===== src/hw/geom_pkg.sv =====
package geom_pkg;

	////////////////////
	// grid types

	typedef logic [7:0] coord_t;   // one axis position

	// x sits in the low byte, matching the bus word layout
	typedef struct packed {
		coord_t y;
		coord_t x;
	} node_t;

	typedef logic [15:0] cost_t;

	typedef logic [5:0] list_idx_t;
	typedef logic [6:0] list_cnt_t;   // 0 up to a full list

	////////////////////
	// list size and heuristic weights

	localparam int OPEN_DEPTH = 64;

	localparam cost_t COST_STRAIGHT = 16'd10;   // one axis step
	localparam cost_t COST_DIAG = 16'd14;   // one diagonal step, ~10*sqrt(2)

endpackage


===== src/hw/bus_pkg.sv =====
package bus_pkg;

	////////////////////
	// wishbone classic

	localparam int WB_ADR_W = 8;
	localparam int WB_DAT_W = 16;

	typedef logic [WB_ADR_W-1:0] wb_adr_t;
	typedef logic [WB_DAT_W-1:0] wb_dat_t;

	// master to slave
	typedef struct packed {
		logic cyc;
		logic stb;
		logic we;
		wb_adr_t adr;
		wb_dat_t dat;
	} wb_req_t;

	typedef struct packed {
		logic ack;
		wb_dat_t dat;
	} wb_rsp_t;

	////////////////////
	// word address map

	localparam wb_adr_t ADR_CTRL = 8'h00;   // bit 0 starts a sort
	localparam wb_adr_t ADR_STATUS = 8'h01;   // bit 0 busy, bit 1 done
	localparam wb_adr_t ADR_GOAL = 8'h02;
	localparam wb_adr_t ADR_COUNT = 8'h03;
	localparam wb_adr_t ADR_LIST_BASE = 8'h40;   // 64 word window up to 0x7f

endpackage


===== src/hw/octile_cost.sv =====
`timescale 1ns/1ps

module octile_cost import geom_pkg::*;
(
	input node_t node,
	input node_t goal,
	output cost_t cost
);

	coord_t dx;
	coord_t dy;
	coord_t d_min;
	coord_t d_max;

	always_comb
	begin
		dx = (node.x > goal.x) ? node.x - goal.x : goal.x - node.x;
		dy = (node.y > goal.y) ? node.y - goal.y : goal.y - node.y;
		if (dx < dy)
		begin
			d_min = dx;
			d_max = dy;
		end
		else
		begin
			d_min = dy;
			d_max = dx;
		end
	end

	// diagonal run first, straight remainder after
	assign cost = COST_DIAG * cost_t'(d_min) + COST_STRAIGHT * cost_t'(d_max - d_min);

endmodule


===== src/hw/open_list_ram.sv =====
`timescale 1ns/1ps

module open_list_ram import geom_pkg::*;
(
	input logic Clk,
	input list_idx_t bus_addr,
	input logic bus_we,
	input node_t bus_wdata,
	output node_t bus_rdata,
	input list_idx_t pair_idx,
	input logic swap,
	output node_t pair_lo,
	output node_t pair_hi
);

	node_t mem [OPEN_DEPTH];
	list_idx_t hi_idx;

	assign hi_idx = pair_idx + 6'd1;   // wraps at 63, sorter stops one short

	// compare port, both entries straight from the array
	assign pair_lo = mem[pair_idx];
	assign pair_hi = mem[hi_idx];

	always_ff @(posedge Clk)
	begin
		// bus writes only land while the sorter is idle
		if (bus_we)
			mem[bus_addr] <= bus_wdata;
		else if (swap)
		begin
			mem[pair_idx] <= pair_hi;
			mem[hi_idx] <= pair_lo;
		end
		bus_rdata <= mem[bus_addr];
	end

endmodule


===== src/hw/bubble_sorter.sv =====
`timescale 1ns/1ps

module bubble_sorter import geom_pkg::*;
(
	input logic Clk,
	input logic Reset,
	input logic start,
	input node_t goal,
	input list_cnt_t count,
	input node_t pair_lo,
	input node_t pair_hi,
	output list_idx_t pair_idx,
	output logic swap,
	output logic busy,
	output logic done
);

	typedef enum logic [1:0] {
		st_idle,
		st_compare,
		st_finish
	} state_t;

	state_t state;
	node_t goal_q;
	list_cnt_t count_q;
	list_idx_t last_idx;
	logic pass_swapped;   // anything moved in this pass
	cost_t cost_lo;
	cost_t cost_hi;

	octile_cost cost_lo_i
	(
		.node(pair_lo),
		.goal(goal_q),
		.cost(cost_lo)
	);

	octile_cost cost_hi_i
	(
		.node(pair_hi),
		.goal(goal_q),
		.cost(cost_hi)
	);

	assign last_idx = list_idx_t'(count_q - 7'd2);

	// strict test keeps equal costs in order
	assign swap = (state == st_compare) && (cost_hi > cost_lo);
	assign busy = (state != st_idle);

	// operands of the running sort
	always_ff @(posedge Clk)
	begin
		if (start && !busy)
		begin
			goal_q <= goal;
			count_q <= count;
		end
	end

	////////////////////
	// pass control

	always_ff @(posedge Clk or posedge Reset)
	begin
		if (Reset)
		begin
			state <= st_idle;
			pair_idx <= '0;
			pass_swapped <= 1'b0;
			done <= 1'b0;
		end
		else
		begin
			case (state)
				st_idle:
				begin
					if (start)
					begin
						pair_idx <= '0;
						pass_swapped <= 1'b0;
						done <= 1'b0;
						state <= (count < 7'd2) ? st_finish : st_compare;   // nothing to order
					end
				end
				st_compare:
				begin
					if (pair_idx == last_idx)
					begin
						pair_idx <= '0;
						pass_swapped <= 1'b0;
						if (!(pass_swapped || swap))
							state <= st_finish;   // clean pass
					end
					else
					begin
						pair_idx <= pair_idx + 6'd1;
						pass_swapped <= pass_swapped || swap;
					end
				end
				st_finish:
				begin
					done <= 1'b1;
					state <= st_idle;
				end
				default:
					state <= st_idle;
			endcase
		end
	end

endmodule


===== src/hw/wb_sort_regs.sv =====
`timescale 1ns/1ps

module wb_sort_regs import geom_pkg::*, bus_pkg::*;
(
	input logic Clk,
	input logic Reset,
	input wb_req_t wb_req,
	output wb_rsp_t wb_rsp,
	output list_idx_t bus_addr,
	output logic bus_we,
	output node_t bus_wdata,
	input node_t bus_rdata,
	output logic start,
	output node_t goal,
	output list_cnt_t count,
	input logic busy,
	input logic done
);

	logic req_seen;   // stb already answered
	logic req_new;
	logic wr_ok;
	logic list_sel;
	logic ack_q;
	node_t goal_q;
	list_cnt_t count_q;
	list_cnt_t count_wr;
	wb_dat_t rd_mux;

	assign req_new = wb_req.cyc && wb_req.stb && !req_seen;
	assign wr_ok = req_new && wb_req.we && !busy;   // config frozen during a sort
	assign list_sel = (wb_req.adr[WB_ADR_W-1:6] == ADR_LIST_BASE[WB_ADR_W-1:6]);

	// larger counts clamp to a full list
	assign count_wr = (wb_req.dat > OPEN_DEPTH) ? list_cnt_t'(OPEN_DEPTH)
		: list_cnt_t'(wb_req.dat);

	////////////////////
	// list window

	assign bus_addr = list_idx_t'(wb_req.adr);
	assign bus_we = wr_ok && list_sel;
	assign bus_wdata = node_t'(wb_req.dat);

	assign goal = goal_q;
	assign count = count_q;

	always_ff @(posedge Clk or posedge Reset)
	begin
		if (Reset)
		begin
			req_seen <= 1'b0;
			ack_q <= 1'b0;
			start <= 1'b0;
			goal_q <= '0;
			count_q <= '0;
		end
		else
		begin
			req_seen <= wb_req.cyc && wb_req.stb;
			ack_q <= req_new;
			start <= wr_ok && (wb_req.adr == ADR_CTRL) && wb_req.dat[0];
			if (wr_ok && (wb_req.adr == ADR_GOAL))
				goal_q <= node_t'(wb_req.dat);
			if (wr_ok && (wb_req.adr == ADR_COUNT))
				count_q <= count_wr;
		end
	end

	// address is held until ack, so the mux is read in the ack cycle
	always_comb
	begin
		if (list_sel)
			rd_mux = wb_dat_t'(bus_rdata);
		else
		begin
			case (wb_req.adr)
				ADR_STATUS: rd_mux = wb_dat_t'({done, busy});
				ADR_GOAL: rd_mux = wb_dat_t'(goal_q);
				ADR_COUNT: rd_mux = wb_dat_t'(count_q);
				default: rd_mux = '0;
			endcase
		end
	end

	assign wb_rsp.ack = ack_q;
	assign wb_rsp.dat = rd_mux;

endmodule


===== src/hw/astar_sort_top.sv =====
`timescale 1ns/1ps

module astar_sort_top import geom_pkg::*, bus_pkg::*;
(
	input logic Clk,
	input logic Reset,
	input wb_req_t wb_req,
	output wb_rsp_t wb_rsp
);

	// register block to list storage
	list_idx_t bus_addr;
	logic bus_we;
	node_t bus_wdata;
	node_t bus_rdata;

	// register block to sorter
	logic start;
	node_t goal;
	list_cnt_t count;
	logic busy;
	logic done;

	// sorter to list storage
	list_idx_t pair_idx;
	logic swap;
	node_t pair_lo;
	node_t pair_hi;

	wb_sort_regs wb_sort_regs_i
	(
		.Clk(Clk),
		.Reset(Reset),
		.wb_req(wb_req),
		.wb_rsp(wb_rsp),
		.bus_addr(bus_addr),
		.bus_we(bus_we),
		.bus_wdata(bus_wdata),
		.bus_rdata(bus_rdata),
		.start(start),
		.goal(goal),
		.count(count),
		.busy(busy),
		.done(done)
	);

	open_list_ram open_list_ram_i
	(
		.Clk(Clk),
		.bus_addr(bus_addr),
		.bus_we(bus_we),
		.bus_wdata(bus_wdata),
		.bus_rdata(bus_rdata),
		.pair_idx(pair_idx),
		.swap(swap),
		.pair_lo(pair_lo),
		.pair_hi(pair_hi)
	);

	bubble_sorter bubble_sorter_i
	(
		.Clk(Clk),
		.Reset(Reset),
		.start(start),
		.goal(goal),
		.count(count),
		.pair_lo(pair_lo),
		.pair_hi(pair_hi),
		.pair_idx(pair_idx),
		.swap(swap),
		.busy(busy),
		.done(done)
	);

endmodule


===== config.mk =====
export PLATFORM = sky130hd
export DESIGN_NAME = astar_sort_top
export DESIGN_NICKNAME = d
export VERILOG_FILES = /design/src/hw/geom_pkg.sv /design/src/hw/bus_pkg.sv /design/src/hw/octile_cost.sv /design/src/hw/open_list_ram.sv /design/src/hw/bubble_sorter.sv /design/src/hw/wb_sort_regs.sv /design/src/hw/astar_sort_top.sv
export SDC_FILE = /design/constraint.sdc
export NUM_CORES = 2
export LEC_CHECK = 0
export BUFFER_PORTS_ARGS = -buffer_cell sky130_fd_sc_hd__buf_2
export CAP_MARGIN = 15
export CORE_UTILIZATION = 27
export DETAILED_ROUTE_END_ITERATION = 6
export GPL_TIMING_DRIVEN = 0
export HOLD_SLACK_MARGIN = 0.15
export SETUP_SLACK_MARGIN = 0.5
export SYNTH_ARGS = -nofsm -noshare
export SYNTH_HDL_FRONTEND = slang
export SYNTH_SLANG_ARGS = --single-unit

===== constraint.sdc =====
create_clock -name Clk -period 32.8 [get_ports Clk]
set_input_delay 1.64 -clock Clk [delete_from_list [all_inputs] [get_ports Clk]]
set_output_delay 1.64 -clock Clk [all_outputs]
set_load 0.005 [all_outputs]

* Word-level counts from Yosys, hierarchy flattened
Memories as Yosys holds them, arrays and structs flattened. A register that Yosys moved wholly into a read port is not among the register bits. Index checks and enable logic that the tools add are counted.
Word-level totals: register bits 58, bits in writable memories 1024, output and inout port bits 17, memories 1
Operators by class: $add $sub $neg 14, $mul 4, order comparisons 9, equal/unequal tests 10, muxes and demuxes 31, reduce and logical (&&, ||, !) cells 23
Memories:
- open_list_ram_i.mem | words 64, bits a word 16, rd ports 3, clocked after Yosys merged registers in 1, write ports 2, RTL line open_list_ram.sv:16 | node_t mem [OPEN_DEPTH];
Operators by type and width (count):
- $mux 8 | 8
- $sub 8x8->8 | 8
- $pmux 16 s3 | 1
- $add 12x16->16 | 2
- $gt 8x8->1 | 4
- $mul 3x16->15 const A | 2
- $mux 16 | 2
- $mul 3x8->11 const A | 2
- $mux 6 | 3
- $sub 8x8->9 | 2
- $eq 8x2->1 const B | 2
- $gt 16x16->1 | 1
- $gt 16x7->1 const B | 1
- $lt 8x8->1 | 2
- $reduce_or 16->1 | 1
- $pmux 6 s2 | 1
- $logic_and 1x1->1 | 11
- $eq 8x1->1 const B | 1
- $logic_not 8->1 | 1
- $mux 1 | 8
- $mux 2 | 4
- $lt 7x2->1 const B | 1
- $mux 7 | 1
- $add 6x1->6 const B | 1
- 13 further kinds | 21

* Logic depth before layout (Yosys ltp)
An unclocked memory read counts as a cell.
depth after elaboration 16, depth in mapped cells 66

* Cells and area by module
From an unflattened synthesis, not the netlist that was laid out.
Second synthesis, totals: cell total of the unflattened synthesis 7227, area, all modules 80862.6 sq um
Modules (own cells, without submodules):
- open_list_ram | instances 1, cells each 5943, area an instance 70093.5 sq um, sequential area each 31069.8 sq um
- octile_cost (bubble_sorter_i.cost_lo_i) | instances 1, cells each 502, area an instance 3754.9 sq um, sequential area each 0.0 sq um
- octile_cost (bubble_sorter_i.cost_hi_i) | instances 1, cells each 485, area an instance 3636.0 sq um, sequential area each 0.0 sq um
- bubble_sorter | instances 1, cells each 158, area an instance 1759.2 sq um, sequential area each 910.9 sq um
- wb_sort_regs | instances 1, cells each 139, area an instance 1619.1 sq um, sequential area each 650.6 sq um

* Worst setup path after synthesis
No wires, ideal clock.
path kind reg2reg, start register bubble_sorter_i.pair_idx[1], end memory open_list_ram_i.mem[46][0] (netlist bit), enable pin, library setup time 0.392 ns, arrival time 14.568 ns, required time 32.408 ns, setup slack 17.840 ns, cell stages (with the launch flop) 60, buffers on the path 9, period minus slack after synthesis 14.960 ns, cells stage by stage dfrtp_1 clkbuf_1 clkbuf_1 buf_1 mux4_2 o22ai_1 a21oi_1 mux4_2 clkbuf_1 clkbuf_1 inv_1 ha_1 inv_1 fa_1 a211oi_1 nor3_1 o22ai_2 mux2_2 (+24 left out) xnor2_1 ha_1 a211o_1 or3_1 a31oi_1 nor3_1 o41ai_1 a21oi_1 o32a_1 ha_1 nand4_1 a2111oi_0 o21ai_1 clkbuf_1 buf_1 nor3_2 clkbuf_1 o21bai_1
RTL lines:
- start: declaration | RTL line bubble_sorter.sv:12 | output list_idx_t pair_idx,
- start signal: assignment | RTL line bubble_sorter.sv:98 | pair_idx <= pair_idx + 6'd1;
- end: declaration | RTL line open_list_ram.sv:16

==> metrics.md <==
| Metric | Value |
|---|---|
| Achievable Freq | 0.04381 GHz |
| Measured slew at the worst slew-check pin | 1514 ps |
| Drt total wl | 496400 µm |
| Max-Cap Viols | 2 |
| Die height | 538.1 µm |
| Synth top area share | 40.48% |
| Die width | 538.1 µm |
| DIE AREA | 0.2895 mm² |
| Fillers | 28.35k |
| Routed Antenna Nets | 0 |
| Core Area | 0.2855 mm² |
| Async set-reset flop share out of synthesis | 3.279% |
| Vias in the first global route | 63.76k |
| Max clock buf depth | 3 |
| Final Max Slew Viols | 12 |
| Pin count of the biggest net entering global routing | 37 |
| Netlist cell types | 95 |
| Synth Net Count | 6166 |
| Hold Path Class | reg -> reg |
| Setup CP Type | reg -> reg |
| Layout cells sized above 1 | 36.91% |
| Initial antenna violation count | 64 |
| Clock Latency Late Sink | 870 ps |
| Final Wtd Congestion | 1.088 |
| Critical path endpoint category | register |
| Area growth syn-to-layout | 18.58% |
| Min Tclk post-route | 22830 ps |
| Initial DRC count | 13.49k |
| Post-DP HPWL | 374100 µm |
| Stages on worst setup path | 65 |
| CTS Root Cell | clkbuf_16 |
| Crit path max fanout | 10 |
| Relative slew slack | -0.9643% |
| Post-synth EDFFs | 1046 |
| CTS tree | yes |
| Final period util | 69.60% |
| WP data required | 33410 ps |
| Hold buffers post-CTS | 0 |
| CP max-delay cell | a21oi_1 |
| Mean post-synth cell area | 13.06 µm² |
| First-pass GRT wire length | 637300 µm |
| Reg2Reg Depth | 65 |
| Worst Path Arrival | 23440 ps |
| Most area-consuming cells after synthesis | edfxtp_1 40%, mux2_2 16%, mux4_2 14%, a22oi_1 3.1%, mux2i_1 2.8% |
| Drt first pass iters | 7 |
| Total GRT Usage | 33.47% |
| CP Launch Type | register |
| Synth top cells by count | 1113 x mux2_2, 1046 x edfxtp_1, 517 x clkbuf_1 |
| Top_reg_cell synth | edfxtp_1 |
| Sequential cell area | 0.03263 mm² |
| Most common cell on crit path | ha_1 |
| # Post-CTS Setup Buffers | 0 |
| Cell taking the most area after synthesis | edfxtp_1 |
| Grt total ovfl | 0 |
| Post-layout net count | 6568 |
| Post-synth design cell area | 0.07759 mm² |
| Final Hold Vio Count | 0 |
| Violated checks | design-rule violations, max-capacitance violations, max-slew violations |
| Synth Register Bits | 1098 |
| Setup TNS | 0 ps |
| CTS sink count | 1098 |
| Final Setup Violations | 0 |
| RSZ-0062 raised after global routing | no |
| Top Family by Delay on Critical Path | buffers and inverters |
| Cell count after synthesis | 5943 |
| I/O pins | 46 |
| Hold Path Depth | 1 |
| Reg clk slew, reported paths | 60 ps |
| Routed vias | 69.83k |
| Htree depth | 4 |
| Initial Util | 27.18% |
| Area of the multi-input gates | 0.04280 mm² |
| TritonCTS Buffers | 140 |
| Peak per-stage delay on the critical path | 930 ps |
| Ys Warns | 0 |
| Status | finished with violations |
| Cts repair resizes | 0 |
| Post-synthesis sequential area ratio | 42.05% |
| Buf/Inv on CP | 15 |
| Clock skew | 58.52 ps |
| DRC violation count after routing | 6 |
| Most common cell in the netlist | mux2_2 |
| Routed len/inst | 48.18 µm |
| Site row count | 196 |
| Vias per inst | 6.778 |
| PortBufs | 41 |
## placed cells by master (no fill, tap or decap), drive strengths merged, types with 27 or more instances in the layout
cell	count
buf	374
o21ai	147
inv	156
nor3	94
edfxtp	1046
ha	166
a22o	118
nand3	71
o22ai	69
nand2	134
a21oi	208
diode	85
a21o	28
mux2	1115
nor2	111
xor2	27
fa	28
a311oi	33
o221ai	69
o21bai	88
a41oi	28
dfrtp	36
mux4	480
clkinv	49
xnor2	62
clkbuf	692
nand4	98
mux2i	220
a221oi	108
a22oi	320
## layout make-up
class	instances	area share [%]
sequential	1098	35.47
tap	3762	5.116
clock buffer	172	4.052
buffer	634	2.800
clock inverter	81	0.9655
antenna	85	0.2312
inverter	149	0.6079
timing repair buffer	260	4.241
multi-input combinational	4062	46.52
## kinds of logic after synthesis
| group | after synthesis | share of synthesized area [%] |
|---|---|---|
| mux | 1815 | 32.96 |
| compound gates | 1353 | 12.61 |
| flops | 1098 | 42.05 |
| buf+inv | 783 | 3.835 |
| simple gates | 610 | 4.096 |
| fa+ha+maj | 195 | 3.412 |
| xor+xnor | 89 | 1.029 |
## path summary, 6_finish.rpt
kind	from	end	slack, ps
worst min register to register	wb_sort_regs_i.req_seen$_DFF_PP0_	wb_sort_regs_i.ack_q$_DFF_PP0_	470
worst max-delay path	bubble_sorter_i.pair_idx[0]$_DFFE_PP0P_	open_list_ram_i.mem[21][8]$_DFFE_PP_	9970
worst min-delay path	wb_sort_regs_i.req_seen$_DFF_PP0_	wb_sort_regs_i.ack_q$_DFF_PP0_	470
max in group asynchronous	Reset	wb_sort_regs_i.count[1]$_DFFE_PP0P_	31250
worst max register to register	bubble_sorter_i.pair_idx[0]$_DFFE_PP0P_	open_list_ram_i.mem[21][8]$_DFFE_PP_	9970
min in group asynchronous	Reset	wb_sort_regs_i.ack_q$_DFF_PP0_	950
## state kept, by name (all words and copies together) (netlist names)
name / flops
bubble_sorter_i.count_q: 6
bubble_sorter_i.done: 1
bubble_sorter_i.goal_q: 16
bubble_sorter_i.pair_idx: 6
bubble_sorter_i.pass_swapped: 1
bubble_sorter_i.state: 2
open_list_ram_i.bus_rdata: 16
open_list_ram_i.mem: 1024
wb_sort_regs_i.ack_q: 1
wb_sort_regs_i.count: 7
wb_sort_regs_i.goal: 16
wb_sort_regs_i.req_seen: 1
wb_sort_regs_i.start: 1
## routing by layer
layer / global-route usage (%) / part of all wire (%) / vias up / routed length, µm
met5: 0 / 0.029 / - / 143
met4: 25.88 / 9.4 / 20 / 46710
met3: 17.03 / 16 / 1872 / 77570
met2: 45.80 / 39 / 7058 / 195700
met1: 39.37 / 36 / 35618 / 176300
li1: - / - / 25261 / -
## stage by stage
step	area [µm²]	cells	hold slack, ps	utilization, %	worst slack, ps
final	92010	10303	467.5	32.23	9973
after floorplan	77590	5943	388.8	-	17840
after global placement	82510	9746	461.3	28.90	4082
after detailed placement	86980	9949	465.0	30.47	10820
after global routing	91830	10231	488.6	32.17	9643
after CTS	91590	10202	476.4	32.09	10750
Power is not shown: default switching activity piles up to over one toggle a cycle in this logic, so the estimate is an artifact.
